<file path="src/logic/rv_isa_pkg.sv">
// ****************************************
// RISC-V ISA definitions
// Opcodes, funct3 codes and trap causes
// used by the memory-access stage, plus
// the word, PC and cause types.
// ****************************************

package rv_isa_pkg;

    // Data word as held in registers and RAM.
    typedef logic [31:0] word_t;
    // Instruction address, halfword granular.
    typedef logic [31:1] pc_t;
    // Raw instruction word.
    typedef logic [31:0] insn_t;
    // Trap cause code.
    typedef logic [3:0]  cause_t;

    // Major opcodes, insn[6:2].
    localparam logic [4:0] op_load  = 5'b00000;
    localparam logic [4:0] op_store = 5'b01000;

    // Access size and sign, insn[14:12].
    localparam logic [2:0] f3_byte   = 3'b000;
    localparam logic [2:0] f3_half   = 3'b001;
    localparam logic [2:0] f3_word   = 3'b010;
    // Zero-extending loads.
    localparam logic [2:0] f3_byte_u = 3'b100;
    localparam logic [2:0] f3_half_u = 3'b101;

    // Misaligned access causes.
    localparam cause_t cause_load_misaligned  = 4'd4;
    localparam cause_t cause_store_misaligned = 4'd6;

endpackage

</file>
<file path="src/logic/mem_bus_pkg.sv">
// ****************************************
// Memory bus definitions
// RAM sizes, bus request and the EX/MEM
// and MEM/WB barrier structs.
// ****************************************

package mem_bus_pkg;

    // RAM depth in words.
    localparam int ram_words = 256;
    // Byte lanes per bus word.
    localparam int bus_lanes = 4;

    // Word address into the RAM.
    typedef logic [$clog2(ram_words)-1:0] waddr_t;
    // One write enable per byte lane.
    typedef logic [bus_lanes-1:0] bmask_t;

    // Single-cycle bus request.
    typedef struct packed {
        logic              re;
        logic              we;
        waddr_t            waddr;
        rv_isa_pkg::word_t wdata;
        bmask_t            wmask;
    } mem_req_t;

    // EX/MEM barrier.
    typedef struct packed {
        logic                valid;
        rv_isa_pkg::pc_t     pc;
        rv_isa_pkg::insn_t   insn;
        logic                use_rd;
        // ALU result, also the memory address.
        rv_isa_pkg::word_t   rs1_val;
        // Store data.
        rv_isa_pkg::word_t   rs2_val;
        logic                trap;
        rv_isa_pkg::cause_t  cause;
    } ex_mem_t;

    // MEM/WB barrier.
    typedef struct packed {
        logic                valid;
        rv_isa_pkg::pc_t     pc;
        rv_isa_pkg::insn_t   insn;
        logic                use_rd;
        rv_isa_pkg::word_t   rd_val;
        logic                trap;
        rv_isa_pkg::cause_t  cause;
    } mem_wb_t;

endpackage

</file>
<file path="src/logic/bus_arbiter.sv">
// ****************************************
// Memory bus arbiter
// Fixed priority, data side over fetch.
// Steers read data back to whichever
// master owned the previous cycle's read.
// ****************************************

`timescale 1ns/1ps

module bus_arbiter (
    input  logic                  clk,
    input  logic                  rst,
    input  mem_bus_pkg::mem_req_t data_req,
    input  mem_bus_pkg::mem_req_t fetch_req,
    output mem_bus_pkg::mem_req_t ram_req,
    input  rv_isa_pkg::word_t     ram_rdata,
    output logic                  grant_fetch,
    output rv_isa_pkg::word_t     data_rdata,
    output rv_isa_pkg::word_t     fetch_rdata,
    output logic                  fetch_rdata_valid
);
    // Data side has a strobe this cycle.
    logic data_sel;
    // Fetch gets the bus.
    logic fetch_sel;
    // Owner of last cycle's read.
    logic read_data;
    logic read_fetch;

    assign data_sel  = data_req.re || data_req.we;
    assign fetch_sel = !data_sel && (fetch_req.re || fetch_req.we);

    // Idle cycles pass the strobe-free fetch request.
    assign ram_req     = data_sel ? data_req : fetch_req;
    assign grant_fetch = fetch_sel;

    // Remember who issued the read.
    always_ff @(posedge clk) begin
        if (rst) begin
            read_data  <= 1'b0;
            read_fetch <= 1'b0;
        end else begin
            read_data  <= data_sel && data_req.re;
            read_fetch <= fetch_sel && fetch_req.re;
        end
    end

    // Return path.
    // Non-owner sees zero.
    assign data_rdata        = read_data ? ram_rdata : '0;
    assign fetch_rdata       = read_fetch ? ram_rdata : '0;
    assign fetch_rdata_valid = read_fetch;

endmodule

</file>
<file path="config.mk">
export PLATFORM = sky130hd
export DESIGN_NAME = bus_arbiter
export DESIGN_NICKNAME = d
export VERILOG_FILES = /design/src/logic/rv_isa_pkg.sv /design/src/logic/mem_bus_pkg.sv /design/src/logic/bus_arbiter.sv
export SDC_FILE = /design/constraint.sdc
export NUM_CORES = 1
export LEC_CHECK = 0
export CAP_MARGIN = 20
export CORE_AREA = 2 2 93 95
export CTS_CLUSTER_DIAMETER = 40
export DETAILED_ROUTE_END_ITERATION = 16
export DIE_AREA = 0 0 95 97
export DONT_BUFFER_PORTS = 1
export HOLD_SLACK_MARGIN = 0.05
export PLACE_DENSITY = 0.3
export SLEW_MARGIN = 30
export SYNTH_ARGS = -nofsm -noshare
export SYNTH_HDL_FRONTEND = slang
export SYNTH_SLANG_ARGS = --single-unit
export TNS_END_PERCENT = 30
</file>
<file path="constraint.sdc">
create_clock -name clk -period 1.4 [get_ports clk]
set_clock_uncertainty 0.2 [all_clocks]
set_input_delay 0.21 -clock clk [delete_from_list [all_inputs] [get_ports clk]]
set_output_delay 0.21 -clock clk [all_outputs]
set_load 0.03 [all_outputs]
</file>
==> reports/qor.txt <==
run status - complete, but fails checks
failing checks - setup timing
initial antenna violation count - 0
Pwr per Cell Area - 541 nW/um^2
cell with the largest stage delay on the worst path - mux2_2
Tcrit/Tclk final - 102%
Worst Hold Class - in -> out
first drt pass iteration count - 2
static leakage - 0.793 nW
slack of the critical path - -0.0307 ns
number of distinct standard cells referenced by the synthesized netlist - 14
final-report max-slew violation count - 0
detailed-route wire length - 3.91 mm
Clock Tree Buf Depth - 2
Post-Synth Adder-Cell Area - 0%
number of I/O port buffers - 0
DRC violations left - 0
antenna violation net count after detailed routing - 0
largest family of logic cells by synthesized area - multiplexers
CTS H-tree depth - 1
aggregate global routing overflow - 0
Critical Path AT - 1.02 ns
Fin. Hold Viols - 0
number of top-level design ports - 238
achievable frequency - 699 MHz
number of synthesized register bits - 2
# rows - 33
type of the worst setup path - in -> out
vias in the first global route - 945
clock net sink count - 2
startpoint type of the worst setup path - input port
slew margin rel. - 81.6%
TritonCTS buffer count - 3
DR iter-0 viols - 16
CTS root buf - clkbuf_8
required time at the worst-slack endpoint - 0.99 ns
DIE AREA - 9220 um^2
antenna diode instance count - 0
Post-Syn Area - 1040 um^2
Bufs and invs on worst path - 1
setup repair after global routing missed its margin - true
syn avg cell area - 8.16 um^2
max-cap violations - 0
number of standard cells after synthesis - 128
final net count - 295
mean routed wirelength per cell - 14.4 um
total power consumption of the routed design - 1.00 mW
worst vdd rail ir drop - 0.000185 V
part of the Yosys area used for sequential elements - 3.83%
net count of the mapped netlist - 254
Crit path largest cell delay - 0.45 ns
Core ar. - 8130 um^2
pin count of the biggest net entering global routing - 39
yosys synthesis warning count - 0
count of final setup violators - 74
Worst Max-Slew Pin Slew - 0.276 ns
global-route wire length before repair - 4.84 mm
Detailed Place HPWL - 3.25 mm
starting utilization of the core area - 12.8%
die height - 97 um
complex-gate fraction of the synthesized area - 1.92%
drt via density - 4.14
final design utilization - 22.8%
critical-path cell list - nor2_4 -> buf_12 -> mux2_2
CTS tree - yes
total number of vias - 1125
mux share of post-synthesis cell area - 47.4%
weighted congestion reported at the end of routability-driven placement - 0.676
all-layer global routing usage - 6.90%
parity-gate share of the synthesized area counting xor and xnor cells - 0%
category of cells accounting for the largest share of critical-path delay - multiplexers
simple logic cell fraction of the synthesized area - 40.4%
crit path max fanout - 38
Setup Buffers After CTS - 0
share of cells above drive strength 1 - 90.4%
crit end category - output pin
Area Growth Syn to Fin - 77.2%
post-layout min period - 1.43 ns
die extent in x - 95 um
## synthesized netlist by cell type (all sizes together)
master  instances  area [um^2]
a21o            1         7.51
and2           64          400
buf             4         37.5
clkbuf          6         22.5
dfxtp           2         40.0
inv             2         7.51
mux2           44          495
nor2            2         15.0
nor4            1         6.26
o21a            1         7.51
o21ai           1         5.00
## path summary, 6_finish.rpt
check / start / end / cells past startpoint
setup / recovery: data_req[45] / ram_req[25] / 3
hold / removal: ram_rdata[21] / fetch_rdata[21] / 1
## timing repair
action / in CTS / in global routing
gates cloned: 1 / 0
endpoints found under the hold margin: 2 / 0
endpoints found under the setup margin: 72 / 102
resized for setup: 63 / 26
pin swaps: 14 / 8
hold buffers: 5 / 0
## registers in the layout, summed over array words and instances (netlist names)
register and flops:
fetch_rdata_valid 1, read_data 1
## metrics by stage
step	setup TNS, ns	instance area, um^2	hold slack (ns)	setup slack [ns]	cells
after global placement	-0.685	1490	0.0840	-0.0420	263
after detailed placement	-1.11	1490	0.0831	-0.0544	263
after floorplan	-1.03	1080	0.0743	-0.0473	128
after CTS	-1.72	1800	0.425	-0.0417	272
after global routing	-4.51	1850	0.374	-0.0694	272
final	-1.06	1850	0.372	-0.0307	272
## power by group
group	switching, mW	internal, mW
Sequential	0.00410	0.0593
Clock	0.0414	0.181
Combinational	0.443	0.272
## cell usage in the layout (no fill, tap or decap), drive strengths merged
cell / Yosys / final
nor2: 2 / 2
nor4: 1 / 1
o21a: 1 / 1
mux2: 44 / 44
dfxtp: 2 / 2
buf: 4 / 41
o21ai: 1 / 1
clkbuf: 6 / 3
a21o: 1 / 1
inv: 2 / 2
and2: 64 / 64
dlygate4sd3: 0 / 5
## routing by layer
metal  track usage [%]  part of all wire [%]  vias up
li1                  -                     -      501
met1              5.28                    28      484
met5                 0                     0        -
met2              15.8                    59      138
met4              1.34                  0.31        0
met3              1.64                    13        2
## final cells by class
cell class                      count  area (um^2)
Fill cell                         855         6280
Multi-Input combinational cell    114         1080
Timing Repair Buffer               46          543
Tap cell                          105          131
Sequential cell                     2         45.0
Clock buffer                        3         41.3
Inverter                            2         7.51
## kinds of logic (layout without fill, tap and decap cells)
family / after synthesis / count (layout)
AOI/OAI and AO/OA: 3 / 3
muxes: 44 / 44
DFF: 2 / 2
buffers and inverters: 12 / 51
and+or+nand+nor: 67 / 67
No activity file was read; power rests on OpenSTA's default activity.
