--- src/logic/rv_isa_pkg.sv ---
// ****************************************
// RISC-V ISA definitions
// Opcodes, funct3 codes and trap causes
// used by the memory-access stage, plus
// the word, PC and cause types.
// ****************************************

package rv_isa_pkg;

    // Data word as held in registers and RAM.
    typedef logic [31:0] word_t;
    // Instruction address, halfword granular.
    typedef logic [31:1] pc_t;
    // Raw instruction word.
    typedef logic [31:0] insn_t;
    // Trap cause code.
    typedef logic [3:0]  cause_t;

    // Major opcodes, insn[6:2].
    localparam logic [4:0] op_load  = 5'b00000;
    localparam logic [4:0] op_store = 5'b01000;

    // Access size and sign, insn[14:12].
    localparam logic [2:0] f3_byte   = 3'b000;
    localparam logic [2:0] f3_half   = 3'b001;
    localparam logic [2:0] f3_word   = 3'b010;
    // Zero-extending loads.
    localparam logic [2:0] f3_byte_u = 3'b100;
    localparam logic [2:0] f3_half_u = 3'b101;

    // Misaligned access causes.
    localparam cause_t cause_load_misaligned  = 4'd4;
    localparam cause_t cause_store_misaligned = 4'd6;

endpackage

--- src/logic/mem_bus_pkg.sv ---
// ****************************************
// Memory bus definitions
// RAM sizes, bus request and the EX/MEM
// and MEM/WB barrier structs.
// ****************************************

package mem_bus_pkg;

    // RAM depth in words.
    localparam int ram_words = 256;
    // Byte lanes per bus word.
    localparam int bus_lanes = 4;

    // Word address into the RAM.
    typedef logic [$clog2(ram_words)-1:0] waddr_t;
    // One write enable per byte lane.
    typedef logic [bus_lanes-1:0] bmask_t;

    // Single-cycle bus request.
    typedef struct packed {
        logic              re;
        logic              we;
        waddr_t            waddr;
        rv_isa_pkg::word_t wdata;
        bmask_t            wmask;
    } mem_req_t;

    // EX/MEM barrier.
    typedef struct packed {
        logic                valid;
        rv_isa_pkg::pc_t     pc;
        rv_isa_pkg::insn_t   insn;
        logic                use_rd;
        // ALU result, also the memory address.
        rv_isa_pkg::word_t   rs1_val;
        // Store data.
        rv_isa_pkg::word_t   rs2_val;
        logic                trap;
        rv_isa_pkg::cause_t  cause;
    } ex_mem_t;

    // MEM/WB barrier.
    typedef struct packed {
        logic                valid;
        rv_isa_pkg::pc_t     pc;
        rv_isa_pkg::insn_t   insn;
        logic                use_rd;
        rv_isa_pkg::word_t   rd_val;
        logic                trap;
        rv_isa_pkg::cause_t  cause;
    } mem_wb_t;

endpackage

--- src/logic/fetch_port.sv ---
// ****************************************
// Instruction fetch port
// Holds one fetch until the arbiter
// grants it, then returns the word.
// ****************************************

`timescale 1ns/1ps

module fetch_port (
    input  logic                  clk,
    input  logic                  rst,
    input  logic                  fetch_req,
    input  rv_isa_pkg::pc_t       fetch_addr,
    output logic                  busy,
    input  logic                  grant,
    output mem_bus_pkg::mem_req_t bus_req,
    input  rv_isa_pkg::word_t     bus_rdata,
    input  logic                  rdata_valid,
    output logic                  fetch_valid,
    output rv_isa_pkg::insn_t     fetch_insn
);
    import mem_bus_pkg::*;

    typedef enum logic [1:0] {
        fetch_idle,
        fetch_pending,
        fetch_wait
    } fetch_state_t;

    fetch_state_t state;
    // Latched word address.
    waddr_t       addr_q;

    // Accept, request until granted, then wait for data.
    always_ff @(posedge clk) begin
        if (rst) begin
            state <= fetch_idle;
        end else begin
            case (state)
                fetch_idle:    if (fetch_req) state <= fetch_pending;
                fetch_pending: if (grant) state <= fetch_wait;
                default:       if (rdata_valid) state <= fetch_idle;
            endcase
        end
    end

    // Word address taken on acceptance.
    always_ff @(posedge clk) begin
        if (state == fetch_idle && fetch_req) begin
            addr_q <= fetch_addr[2 +: $bits(waddr_t)];
        end
    end

    assign busy = state != fetch_idle;

    // Read-only master.
    always_comb begin
        bus_req.re    = state == fetch_pending;
        bus_req.we    = 1'b0;
        bus_req.waddr = addr_q;
        bus_req.wdata = '0;
        bus_req.wmask = '0;
    end

    // Word returns the cycle after the grant.
    assign fetch_valid = (state == fetch_wait) && rdata_valid;
    assign fetch_insn  = bus_rdata;

endmodule

--- config.mk ---
export PLATFORM = sky130hd
export DESIGN_NAME = fetch_port
export DESIGN_NICKNAME = d
export VERILOG_FILES = /design/src/logic/rv_isa_pkg.sv /design/src/logic/mem_bus_pkg.sv /design/src/logic/fetch_port.sv
export SDC_FILE = /design/constraint.sdc
export NUM_CORES = 1
export LEC_CHECK = 0
export ABC_AREA = 1
export BUFFER_PORTS_ARGS = -buffer_cell sky130_fd_sc_hd__buf_2
export CORE_MARGIN = 4
export CORE_UTILIZATION = 27
export CTS_CLUSTER_SIZE = 12
export DETAILED_ROUTE_END_ITERATION = 7
export PLACE_DENSITY = 0.8
export SYNTH_ARGS = -nofsm -noshare
export SYNTH_HDL_FRONTEND = slang
export SYNTH_SLANG_ARGS = --single-unit
--- constraint.sdc ---
create_clock -name clk -period 1.53 [get_ports clk]
set_clock_uncertainty 0.15 [all_clocks]
set_input_delay 0.2295 -clock clk [delete_from_list [all_inputs] [get_ports clk]]
set_output_delay 0.2295 -clock clk [all_outputs]
set_load 0.02 [all_outputs]
==> results by group <==
Timing
  • Final hold violation count: 0
  • Setup repair after global routing missed its margin: false
  • Peak Freq: 729 MHz
  • Final number of max-transition violations: 0
  • Final period util: 89.6%
  • Minimum clock period: about 1.4 ns
  • Final setup vio count: 0
  • Setup_tns: 0 ns

Global routing
  • Met1 Use GR: 2.85%
  • Largest net degree at the start of global routing: 9
  • Initial antenna violation count: 0
  • Vias in the first global route: 393
  • Grt ovf: 0
  • M3 GR Usage: 3.12%
  • GRT Total Usage: under 10%
  • Met2 usage: 8.43%
  • First-pass GRT wire length: roughly 1600 microns
  • Most Used Layer, Global Route: met4

Route
  • Via density: 3.17
  • Detail Route Antenna Nets: 0
  • WL/cell: 9.49 microns
  • Pre-Repair DR Iteration Count: 2
  • DR iter-0 viols: 17
  • Aggregate routed wire length: 1370 microns
  • DRC viols: 0
  • Vias: 457

Synthesis
  • Cells after synthesis: 97
  • Synthesized area per cell: between 9 and 10 sq um
  • Yosys cell types: 10
  • Sequential area share after synthesis: about a third
  • Synth Cell Area: ~870 sq um
  • Yosys warning count: 0
  • Synth Register Bits: 10

Critical path
  • Worst path arrival time: slightly below 1 ns
  • CP cell instances: inv_1, nor2_1, buf_2
  • Critical path depth: 3
  • Slowest stage delay, CP: 0.40 ns
  • Crit path buffers/inverters: 2
  • Largest fanout on the critical path: 5
  • Kind of cell adding the most delay to the critical path: flip-flops
  • Setup crit start kind: flip-flop
  • Critical path class: reg -> out
  • Reg2Reg Depth: 4
  • Slowest cell on crit path: dfxtp_1
  • CP endpoint kind: primary output
  • Worst EP required: around 1.2 ns

Clock network
  • Num CTS Buffers: 3
  • H-tree depth: 1
  • Clock transition at path regs: 0.05 ns
  • Clock Sink Count: 10
  • CTS Root Cell: clkbuf_4
  • Max Root-Sink Buffers: 2
  • CTS tree: built
  • Post-CTS resize count: 0
  • Clk Latency, worst-skew pair: 0.25 ns

Status
  • Outcome: finished, final reports clean

Floorplan
  • Initial Utilization: between 20% and 30%
  • I/O Pins: 148
  • Row Count: 20
  • CORE AREA: around 0.0031 sq mm
  • Die H: between 60 and 70 microns
  • Die area: 0.00421 sq mm
  • Width of the die: 64.9 microns

Pwr
  • Worst vdd ir: 0.156 mV
  • Power Dens Cells: 911 mW/mm^2
  • Static Leak: around 0.4 nW

Layout
  • NumNets Final: 169
  • Syn-to-layout area delta: -11.3%
  • Diodes inserted: 0
  • Layout Utilization: about 25%
  • Share of layout cells above drive strength 1: 28.0%

Placed design
  • RePlAce Congestion: 0.767
  • Detailed Place HPWL: between 1000 and 1500 microns
  • Port Buf Inserts: 23

Job
  • Max-cap viol count: 0

Min path
  • Path type of the worst min-delay path: in -> reg
  • Worst Hold Depth: 3
==> synthesized netlist by cell type <==
master,number,area (sq um)
o21ai_2,1,8.76
nand2_1,4,15.0
buf_4,69,518
nand3_1,1,5.00
inv_1,5,18.8
dfxtp_1,2,40.0
a21oi_1,1,5.00
nor2_1,5,18.8
edfxtp_1,8,240
conb_1,1,3.75
==> worst min-delay path: stages <==
cell,delay [ns]
buf_2,0.09
nand3_1,0.08
o21ai_2,0.06
==> flip-flops by register name, indices dropped and copies added (netlist names) <==
name and cells:
addr_q 8, state 2
==> layout by cell type, fill, tap and decap left out, types with 2 or more instances in the layout <==
| cell | n |
|---|---|
| conb_1 | 37 |
| buf_2 | 23 |
| edfxtp_1 | 8 |
| dlygate4sd3_1 | 8 |
| inv_1 | 5 |
| nor2_1 | 5 |
| nand2_1 | 4 |
| clkbuf_4 | 3 |
| dfxtp_1 | 2 |
==> power by group <==
group	internal [W]	switching (W)
logic	0.0000512	0.000149
registers	0.000320	0.00000972
clock network	0.000100	0.0000758
total	0.000471	0.000235
==> cell families (layout without fill, tap and decap cells) <==
family / Yosys count / in the layout / synth area share, %
flops: 10 / 10 / 32.1
simple gates: 10 / 10 / 4.44
buf+inv: 74 / 41 / 61.5
compound gates: 2 / 2 / 1.58
other cells: 1 / 37 / 0.429
==> repair_timing <==
item	in CTS	in global routing
buffers inserted	0	0
hold buffers	5	3
hold endpoints to repair	5	3
==> routing by layer <==
layer,share of wire (%),vias to the layer above
met4,10,0
li1,-,195
met2,48,53
met1,21,186
met5,0,-
met3,20,23
==> layout make-up <==
type / count / area [sq um]
repair buffers: 32 / 203
inverters: 5 / 18.8
flip-flops and latches: 10 / 280
multi-input cells: 49 / 191
fillers: 333 / 2300
well taps: 44 / 55.1
clock buffers: 4 / 26.3
==> through the flow <==
stage	hold WS, ns	power (W)	setup slack, ns	area [sq um]	instances
floorplan	0.178	0.000664	0.0432	1010	133
global placement	0.256	0.000512	0.297	668	132
detailed placement	0.258	0.000517	0.279	668	132
CTS	0.00376	0.000702	0.145	744	141
global route	0.0801	0.000759	0.0549	774	144
finish	0.0752	0.000706	0.159	774	144
==> worst paths after layout <==
| path | start | end | slack [ns] |
|---|---|---|---|
| min reg2reg | state[0] | state[0] | 0.38 |
| min | fetch_req | state[0] | 0.08 |
| max reg2reg | state[1] | addr_q[7] | 0.28 |
| max | state[0] | bus_req[45] | 0.16 |
Note: power is estimated with default switching activity, not from simulation.
