File: config.mk
export PLATFORM = sky130hd
export DESIGN_NAME = mem_stage
export DESIGN_NICKNAME = d
export VERILOG_FILES = /design/src/logic/rv_isa_pkg.sv /design/src/logic/mem_bus_pkg.sv /design/src/logic/mem_lane_align.sv /design/src/logic/mem_stage.sv
export SDC_FILE = /design/constraint.sdc
export NUM_CORES = 1
export LEC_CHECK = 0
export ABC_AREA = 1
export BUFFER_PORTS_ARGS = -buffer_cell sky130_fd_sc_hd__buf_2
export CELL_PAD_IN_SITES_DETAIL_PLACEMENT = 1
export CELL_PAD_IN_SITES_GLOBAL_PLACEMENT = 1
export CORE_MARGIN = 1.5
export CORE_UTILIZATION = 32
export CTS_BUF_LIST = sky130_fd_sc_hd__clkbuf_4
export DETAILED_ROUTE_END_ITERATION = 10
export GPL_TIMING_DRIVEN = 0
export PLACE_DENSITY = 0.84
export SLEW_MARGIN = 20
export SYNTH_ARGS = -nofsm -noshare
export SYNTH_HDL_FRONTEND = slang
export SYNTH_SLANG_ARGS = --single-unit
File: constraint.sdc
create_clock -name clk -period 6.7 [get_ports clk]
set_clock_uncertainty 0.15 [all_clocks]
set_input_delay 0.67 -clock clk [delete_from_list [all_inputs] [get_ports clk]]
set_output_delay 0.67 -clock clk [all_outputs]
set_load 0.02 [all_outputs]
File: src/logic/rv_isa_pkg.sv
// ****************************************
// RISC-V ISA definitions
// Opcodes, funct3 codes and trap causes
// used by the memory-access stage, plus
// the word, PC and cause types.
// ****************************************

package rv_isa_pkg;

    // Data word as held in registers and RAM.
    typedef logic [31:0] word_t;
    // Instruction address, halfword granular.
    typedef logic [31:1] pc_t;
    // Raw instruction word.
    typedef logic [31:0] insn_t;
    // Trap cause code.
    typedef logic [3:0]  cause_t;

    // Major opcodes, insn[6:2].
    localparam logic [4:0] op_load  = 5'b00000;
    localparam logic [4:0] op_store = 5'b01000;

    // Access size and sign, insn[14:12].
    localparam logic [2:0] f3_byte   = 3'b000;
    localparam logic [2:0] f3_half   = 3'b001;
    localparam logic [2:0] f3_word   = 3'b010;
    // Zero-extending loads.
    localparam logic [2:0] f3_byte_u = 3'b100;
    localparam logic [2:0] f3_half_u = 3'b101;

    // Misaligned access causes.
    localparam cause_t cause_load_misaligned  = 4'd4;
    localparam cause_t cause_store_misaligned = 4'd6;

endpackage

File: src/logic/mem_bus_pkg.sv
// ****************************************
// Memory bus definitions
// RAM sizes, bus request and the EX/MEM
// and MEM/WB barrier structs.
// ****************************************

package mem_bus_pkg;

    // RAM depth in words.
    localparam int ram_words = 256;
    // Byte lanes per bus word.
    localparam int bus_lanes = 4;

    // Word address into the RAM.
    typedef logic [$clog2(ram_words)-1:0] waddr_t;
    // One write enable per byte lane.
    typedef logic [bus_lanes-1:0] bmask_t;

    // Single-cycle bus request.
    typedef struct packed {
        logic              re;
        logic              we;
        waddr_t            waddr;
        rv_isa_pkg::word_t wdata;
        bmask_t            wmask;
    } mem_req_t;

    // EX/MEM barrier.
    typedef struct packed {
        logic                valid;
        rv_isa_pkg::pc_t     pc;
        rv_isa_pkg::insn_t   insn;
        logic                use_rd;
        // ALU result, also the memory address.
        rv_isa_pkg::word_t   rs1_val;
        // Store data.
        rv_isa_pkg::word_t   rs2_val;
        logic                trap;
        rv_isa_pkg::cause_t  cause;
    } ex_mem_t;

    // MEM/WB barrier.
    typedef struct packed {
        logic                valid;
        rv_isa_pkg::pc_t     pc;
        rv_isa_pkg::insn_t   insn;
        logic                use_rd;
        rv_isa_pkg::word_t   rd_val;
        logic                trap;
        rv_isa_pkg::cause_t  cause;
    } mem_wb_t;

endpackage

File: src/logic/mem_lane_align.sv
// ****************************************
// Memory lane alignment
// Alignment check, store lane placement
// and write mask, load lane extraction
// with sign or zero extension.
// ****************************************

`timescale 1ns/1ps

module mem_lane_align (
    input  logic [2:0]          funct3,
    input  rv_isa_pkg::word_t   addr,
    input  rv_isa_pkg::word_t   store_val,
    input  rv_isa_pkg::word_t   ram_word,
    output logic                misaligned,
    output rv_isa_pkg::word_t   wdata,
    output mem_bus_pkg::bmask_t wmask,
    output rv_isa_pkg::word_t   load_val
);
    import rv_isa_pkg::*;
    import mem_bus_pkg::*;

    // Byte offset within the word.
    logic [1:0]  lane;
    // Selected load lanes.
    logic [7:0]  load_byte;
    logic [15:0] load_half;

    assign lane = addr[1:0];

    // Natural alignment per access size.
    always_comb begin
        case (funct3)
            f3_byte, f3_byte_u: misaligned = 1'b0;
            f3_half, f3_half_u: misaligned = lane[0];
            default:            misaligned = |lane;
        endcase
    end

    // Store data is copied to every lane.
    // The mask picks the lanes that are written.
    always_comb begin
        case (funct3)
            f3_byte: begin
                wdata = {4{store_val[7:0]}};
                wmask = bmask_t'(1) << lane;
            end
            f3_half: begin
                wdata = {2{store_val[15:0]}};
                wmask = bmask_t'(3) << {lane[1], 1'b0};
            end
            default: begin
                wdata = store_val;
                wmask = '1;
            end
        endcase
    end

    // Lane select for loads.
    assign load_byte = ram_word[{lane, 3'b000} +: 8];
    assign load_half = lane[1] ? ram_word[31:16] : ram_word[15:0];

    // Extension by funct3.
    always_comb begin
        case (funct3)
            f3_byte:   load_val = {{24{load_byte[7]}}, load_byte};
            f3_byte_u: load_val = {24'b0, load_byte};
            f3_half:   load_val = {{16{load_half[15]}}, load_half};
            f3_half_u: load_val = {16'b0, load_half};
            default:   load_val = ram_word;
        endcase
    end

endmodule

File: src/logic/mem_stage.sv
// ****************************************
// MEM pipeline stage
// EX/MEM barrier register, load wait FSM,
// bus request generation and MEM/WB
// outputs with misaligned access traps.
// ****************************************

`timescale 1ns/1ps

module mem_stage (
    input  logic                  clk,
    input  logic                  rst,
    input  logic                  clear,
    input  logic                  stall,
    input  mem_bus_pkg::ex_mem_t  d,
    output mem_bus_pkg::mem_wb_t  q,
    output logic                  busy,
    output mem_bus_pkg::mem_req_t bus_req,
    input  rv_isa_pkg::word_t     bus_rdata
);
    import rv_isa_pkg::*;
    import mem_bus_pkg::*;

    typedef enum logic {
        stage_idle,
        stage_load_wait
    } stage_state_t;

    // Barrier contents.
    ex_mem_t      r;
    stage_state_t state;
    // Barrier already spent its first cycle.
    logic         issued;
    logic         capture;
    logic         is_load;
    logic         is_store;
    // Valid entry without an upstream trap.
    logic         live;
    logic         misaligned;
    logic         mis_trap;
    logic         issue_load;
    logic         issue_store;
    word_t        wdata;
    word_t        load_val;
    bmask_t       wmask;

    assign capture = !stall && !busy;

    // Pipeline barrier register.
    always_ff @(posedge clk) begin
        if (rst) begin
            r.valid <= 1'b0;
            r.trap  <= 1'b0;
        end else if (capture) begin
            r <= d;
        end
    end

    // Cleared on capture, set once the barrier is held.
    always_ff @(posedge clk) begin
        if (rst) begin
            issued <= 1'b0;
        end else begin
            issued <= !capture;
        end
    end

    // Decode.
    assign is_load  = r.insn[6:2] == op_load;
    assign is_store = r.insn[6:2] == op_store;
    assign live     = r.valid && !r.trap;

    mem_lane_align u_align (
        .funct3     (r.insn[14:12]),
        .addr       (r.rs1_val),
        .store_val  (r.rs2_val),
        .ram_word   (bus_rdata),
        .misaligned (misaligned),
        .wdata      (wdata),
        .wmask      (wmask),
        .load_val   (load_val)
    );

    assign mis_trap = live && (is_load || is_store) && misaligned;

    // Loads have no side effects, so a held load reads again.
    // Stores go out once per capture.
    assign issue_load  = (state == stage_idle) && live && is_load && !misaligned && !clear;
    assign issue_store = live && is_store && !misaligned && !issued && !clear;
    assign busy        = issue_load;

    // Bus request.
    always_comb begin
        bus_req.re    = issue_load;
        bus_req.we    = issue_store;
        bus_req.waddr = r.rs1_val[2 +: $bits(waddr_t)];
        bus_req.wdata = wdata;
        bus_req.wmask = wmask;
    end

    // Load wait FSM.
    // Wait lasts one cycle, a clear simply blocks the next issue.
    always_ff @(posedge clk) begin
        if (rst) begin
            state <= stage_idle;
        end else begin
            case (state)
                stage_idle: begin
                    if (issue_load) begin
                        state <= stage_load_wait;
                    end
                end
                default: state <= stage_idle;
            endcase
        end
    end

    // MEM/WB outputs.
    // Upstream cause wins over the local one.
    always_comb begin
        q.valid  = r.valid && !r.trap && !mis_trap && !issue_load && !clear;
        q.pc     = r.pc;
        q.insn   = r.insn;
        q.use_rd = r.use_rd;
        q.rd_val = (state == stage_load_wait) ? load_val : r.rs1_val;
        q.trap   = (r.trap || mis_trap) && !clear;
        if (r.trap) begin
            q.cause = r.cause;
        end else if (is_load) begin
            q.cause = cause_load_misaligned;
        end else begin
            q.cause = cause_store_misaligned;
        end
    end

endmodule

==> key figures <==
Critical path
  • Max stage delay on crit path: 0.50 ns
  • Critical Path AT: 2.29 ns
  • R2r startpoint: q[51]
  • Reg2Reg Setup Slack: 4.03 ns
  • Crit Path Class: reg -> out
  • CP Max Fanout: 10
  • CP most frequent cell: o21ai_0
  • CP required: 5.88 ns
  • Buf+Inv Stages, Crit Path: 5
  • Worst-case reg-to-reg path depth: 10
  • Slowest CP cell: edfxtp_1
  • Crit path capture type: output pin
  • CP top delay family: buffers and inverters
  • Crit start category: flop
  • CP cell instances: inv_4, nand2_2, nor2_2, inv_2, buf_6, o21ai_0, inv_1, o21ai_0, buf_2
  • RR Endpoint: r[58]

STA
  • Tmin final: 3.11 ns
  • Setup WS post-layout: 3.59 ns
  • Part of the cycle the worst path needs: 0.464
  • Total negative slack: 0 ns
  • Worst slew pin tran: 0.582 ns
  • Slew Limit Fails: 0
  • Final hold vios: 0
  • Max Clk Rate: 322 MHz
  • Smallest hold slack: 0.152 ns
  • Slew HR: 0.612
  • Endpoints failing setup: 0
  • RSZ-0062 raised after global routing: no

CTS
  • Root Driver: clkbuf_4
  • Num CTS Buffers: 17
  • Clock buffer depth: 2
  • Cts repair resizes: 0
  • Worst skew pair latency: 0.51 ns
  • Hold_buf cts: 0
  • Post-CTS setup buffer count: 0
  • Total clock sinks: 136
  • Clock slew at reported path FFs: 0.15 ns
  • Htree depth: 4
  • CTS tree: done

Global routing
  • Total gr overflow: 0
  • Vias in the first global route: 5,984
  • Met3 usage: 0.0678
  • First-pass GRT wire length: 32.1 mm
  • Met2 usage: 0.368
  • GRT busiest layer: met2
  • Initial antenna violation count: 6
  • GRT Resource Usage Total: 0.199
  • Largest net degree at the start of global routing: 29
  • Met1 track demand over resource: 0.211

Power and ir drop
  • Pwr Total: 2010 uW
  • Pleak: 0.00425 uW
  • Worst IR Drop VDD: 0.000152 V
  • Power Density: 225 nW/um2

Routing
  • Routed vias: 5,551
  • Vias per cell: 4.46
  • ANT nets after route: 0
  • Final WL: 21.5 mm
  • Starting DRT DRC Count: 187
  • DRC Markers: 0
  • WL/cell: 17.3 um
  • 1st-pass router iterations: 4

Floorplan
  • Core Rows: 52
  • Chip Width: 146 um
  • Full die area: 21,400 um2
  • Starting density of the core: 0.326
  • Die Ht: 146 um
  • Core Area: 20,200 um2
  • Io pins: 319

Worst hold path
  • Hold depth: 1
  • Hold Path Class: in -> reg
  • HP Start: d[33]
  • WHS Endpoint: r[33]

Logic synthesis
  • Mapped Avg Cell Area: 10.7 um2
  • Sequential fraction of the synthesis area: 0.615
  • Register bit count reported by yosys: 136
  • Synth Cell Area: 6570 um2
  • Synth warn: 0
  • Cells after synthesis: 617
  • Cell variety after synth: 30
  • Post-synthesis net count: 787

Final layout
  • Final instance area: 8940 um2
  • FF+latch area: 4040 um2
  • Most frequent cells in the layout: 324 x buf_2, 132 x edfxtp_1, 131 x nand2_1
  • Share of cells above drive strength 1: 0.509
  • Commonest non-fill, non-tap cell in the layout: buf_2
  • Layout area overhead: 36.0%
  • Fillers: 2,413
  • Nets@finish: 1,129
  • Multi-input logic area: 1520 um2

Outcome
  • Status: finished clean

Flow run
  • Max Cap Viol: 0

Placement
  • Area after DPL: 8620 um2
  • Post-DP HPWL: 17.4 mm
  • Dpl ws: 3.99 ns
  • Final RePlAce weighted congestion: 0.850
  • Number of port buffers: 318
-- power by group --
part / internal, uW / switching, uW / leakage (uW)
clock network: 239 / 365 / 0.000167
logic: 158 / 228 / 0.00282
registers: 995 / 22.7 / 0.00127
-- registers in the layout (all words and copies together) (netlist names) --
| name | flops |
|---|---|
| bus_req | 8 |
| issued | 1 |
| q | 64 |
| r | 62 |
| state | 1 |
-- metrics by stage --
stage               utilization  cells
global placement          0.422   1205
finish                    0.443   1246
detailed placement        0.427   1210
global route              0.443   1246
CTS                       0.443   1242
floorplan                     -    617
-- layout make-up --
| class | instances | area share |
|---|---|---|
| buffer | 104 | 0.0857 |
| inverter | 64 | 0.0277 |
| tap | 270 | 0.0378 |
| clock buffer | 17 | 0.0143 |
| clock inverter | 15 | 0.0203 |
| sequential | 136 | 0.453 |
| antenna | 4 | 0.00112 |
| timing repair buffer | 323 | 0.190 |
| multi-input combinational | 313 | 0.170 |
-- how the worst max path moves through the flow --
stage	start	end	slack (ns)	cells after the start
3_5_place_dp	clear	q[49]	3.99	10
3_3_place_gp	clear	q[53]	-0.10	7
5_1_grt	q[51]	bus_req[17]	3.39	9
2_1_floorplan	clear	bus_req[36]	1.64	6
4_1_cts	q[51]	bus_req[17]	3.53	9
6_report	q[51]	bus_req[17]	3.59	9
-- synth_stat cells (all sizes together) --
cell / count / share of area
edfxtp: 132 / 0.60
buf: 97 / 0.11
clkbuf: 7 / 0.0040
o211ai: 3 / 0.0034
a21oi: 38 / 0.029
nand4: 2 / 0.0019
nand2: 135 / 0.081
and3: 1 / 0.00095
nand3: 43 / 0.042
inv: 63 / 0.037
o21ai: 39 / 0.030
clkinv: 1 / 0.00057
o22ai: 2 / 0.0019
dfxtp: 4 / 0.012
nor2: 30 / 0.021
or2: 19 / 0.018
a31oi: 1 / 0.00095
-- layer usage --
layer | vias to the layer above | wire length (um) | part of all wire
met1 | 2627 | 8020 | 0.37
met5 | - | 23 | 0.0011
met2 | 216 | 11500 | 0.53
met3 | 30 | 1600 | 0.074
met4 | 4 | 415 | 0.019
li1 | 2674 | - | -
-- cells by family after synthesis --
group,Yosys count,synth area share
AOI/OAI and AO/OA,83,0.0655
buffers and inverters,168,0.154
DFF,136,0.615
and+or+nand+nor,230,0.165
Note: power is estimated with default switching activity, not from simulation.
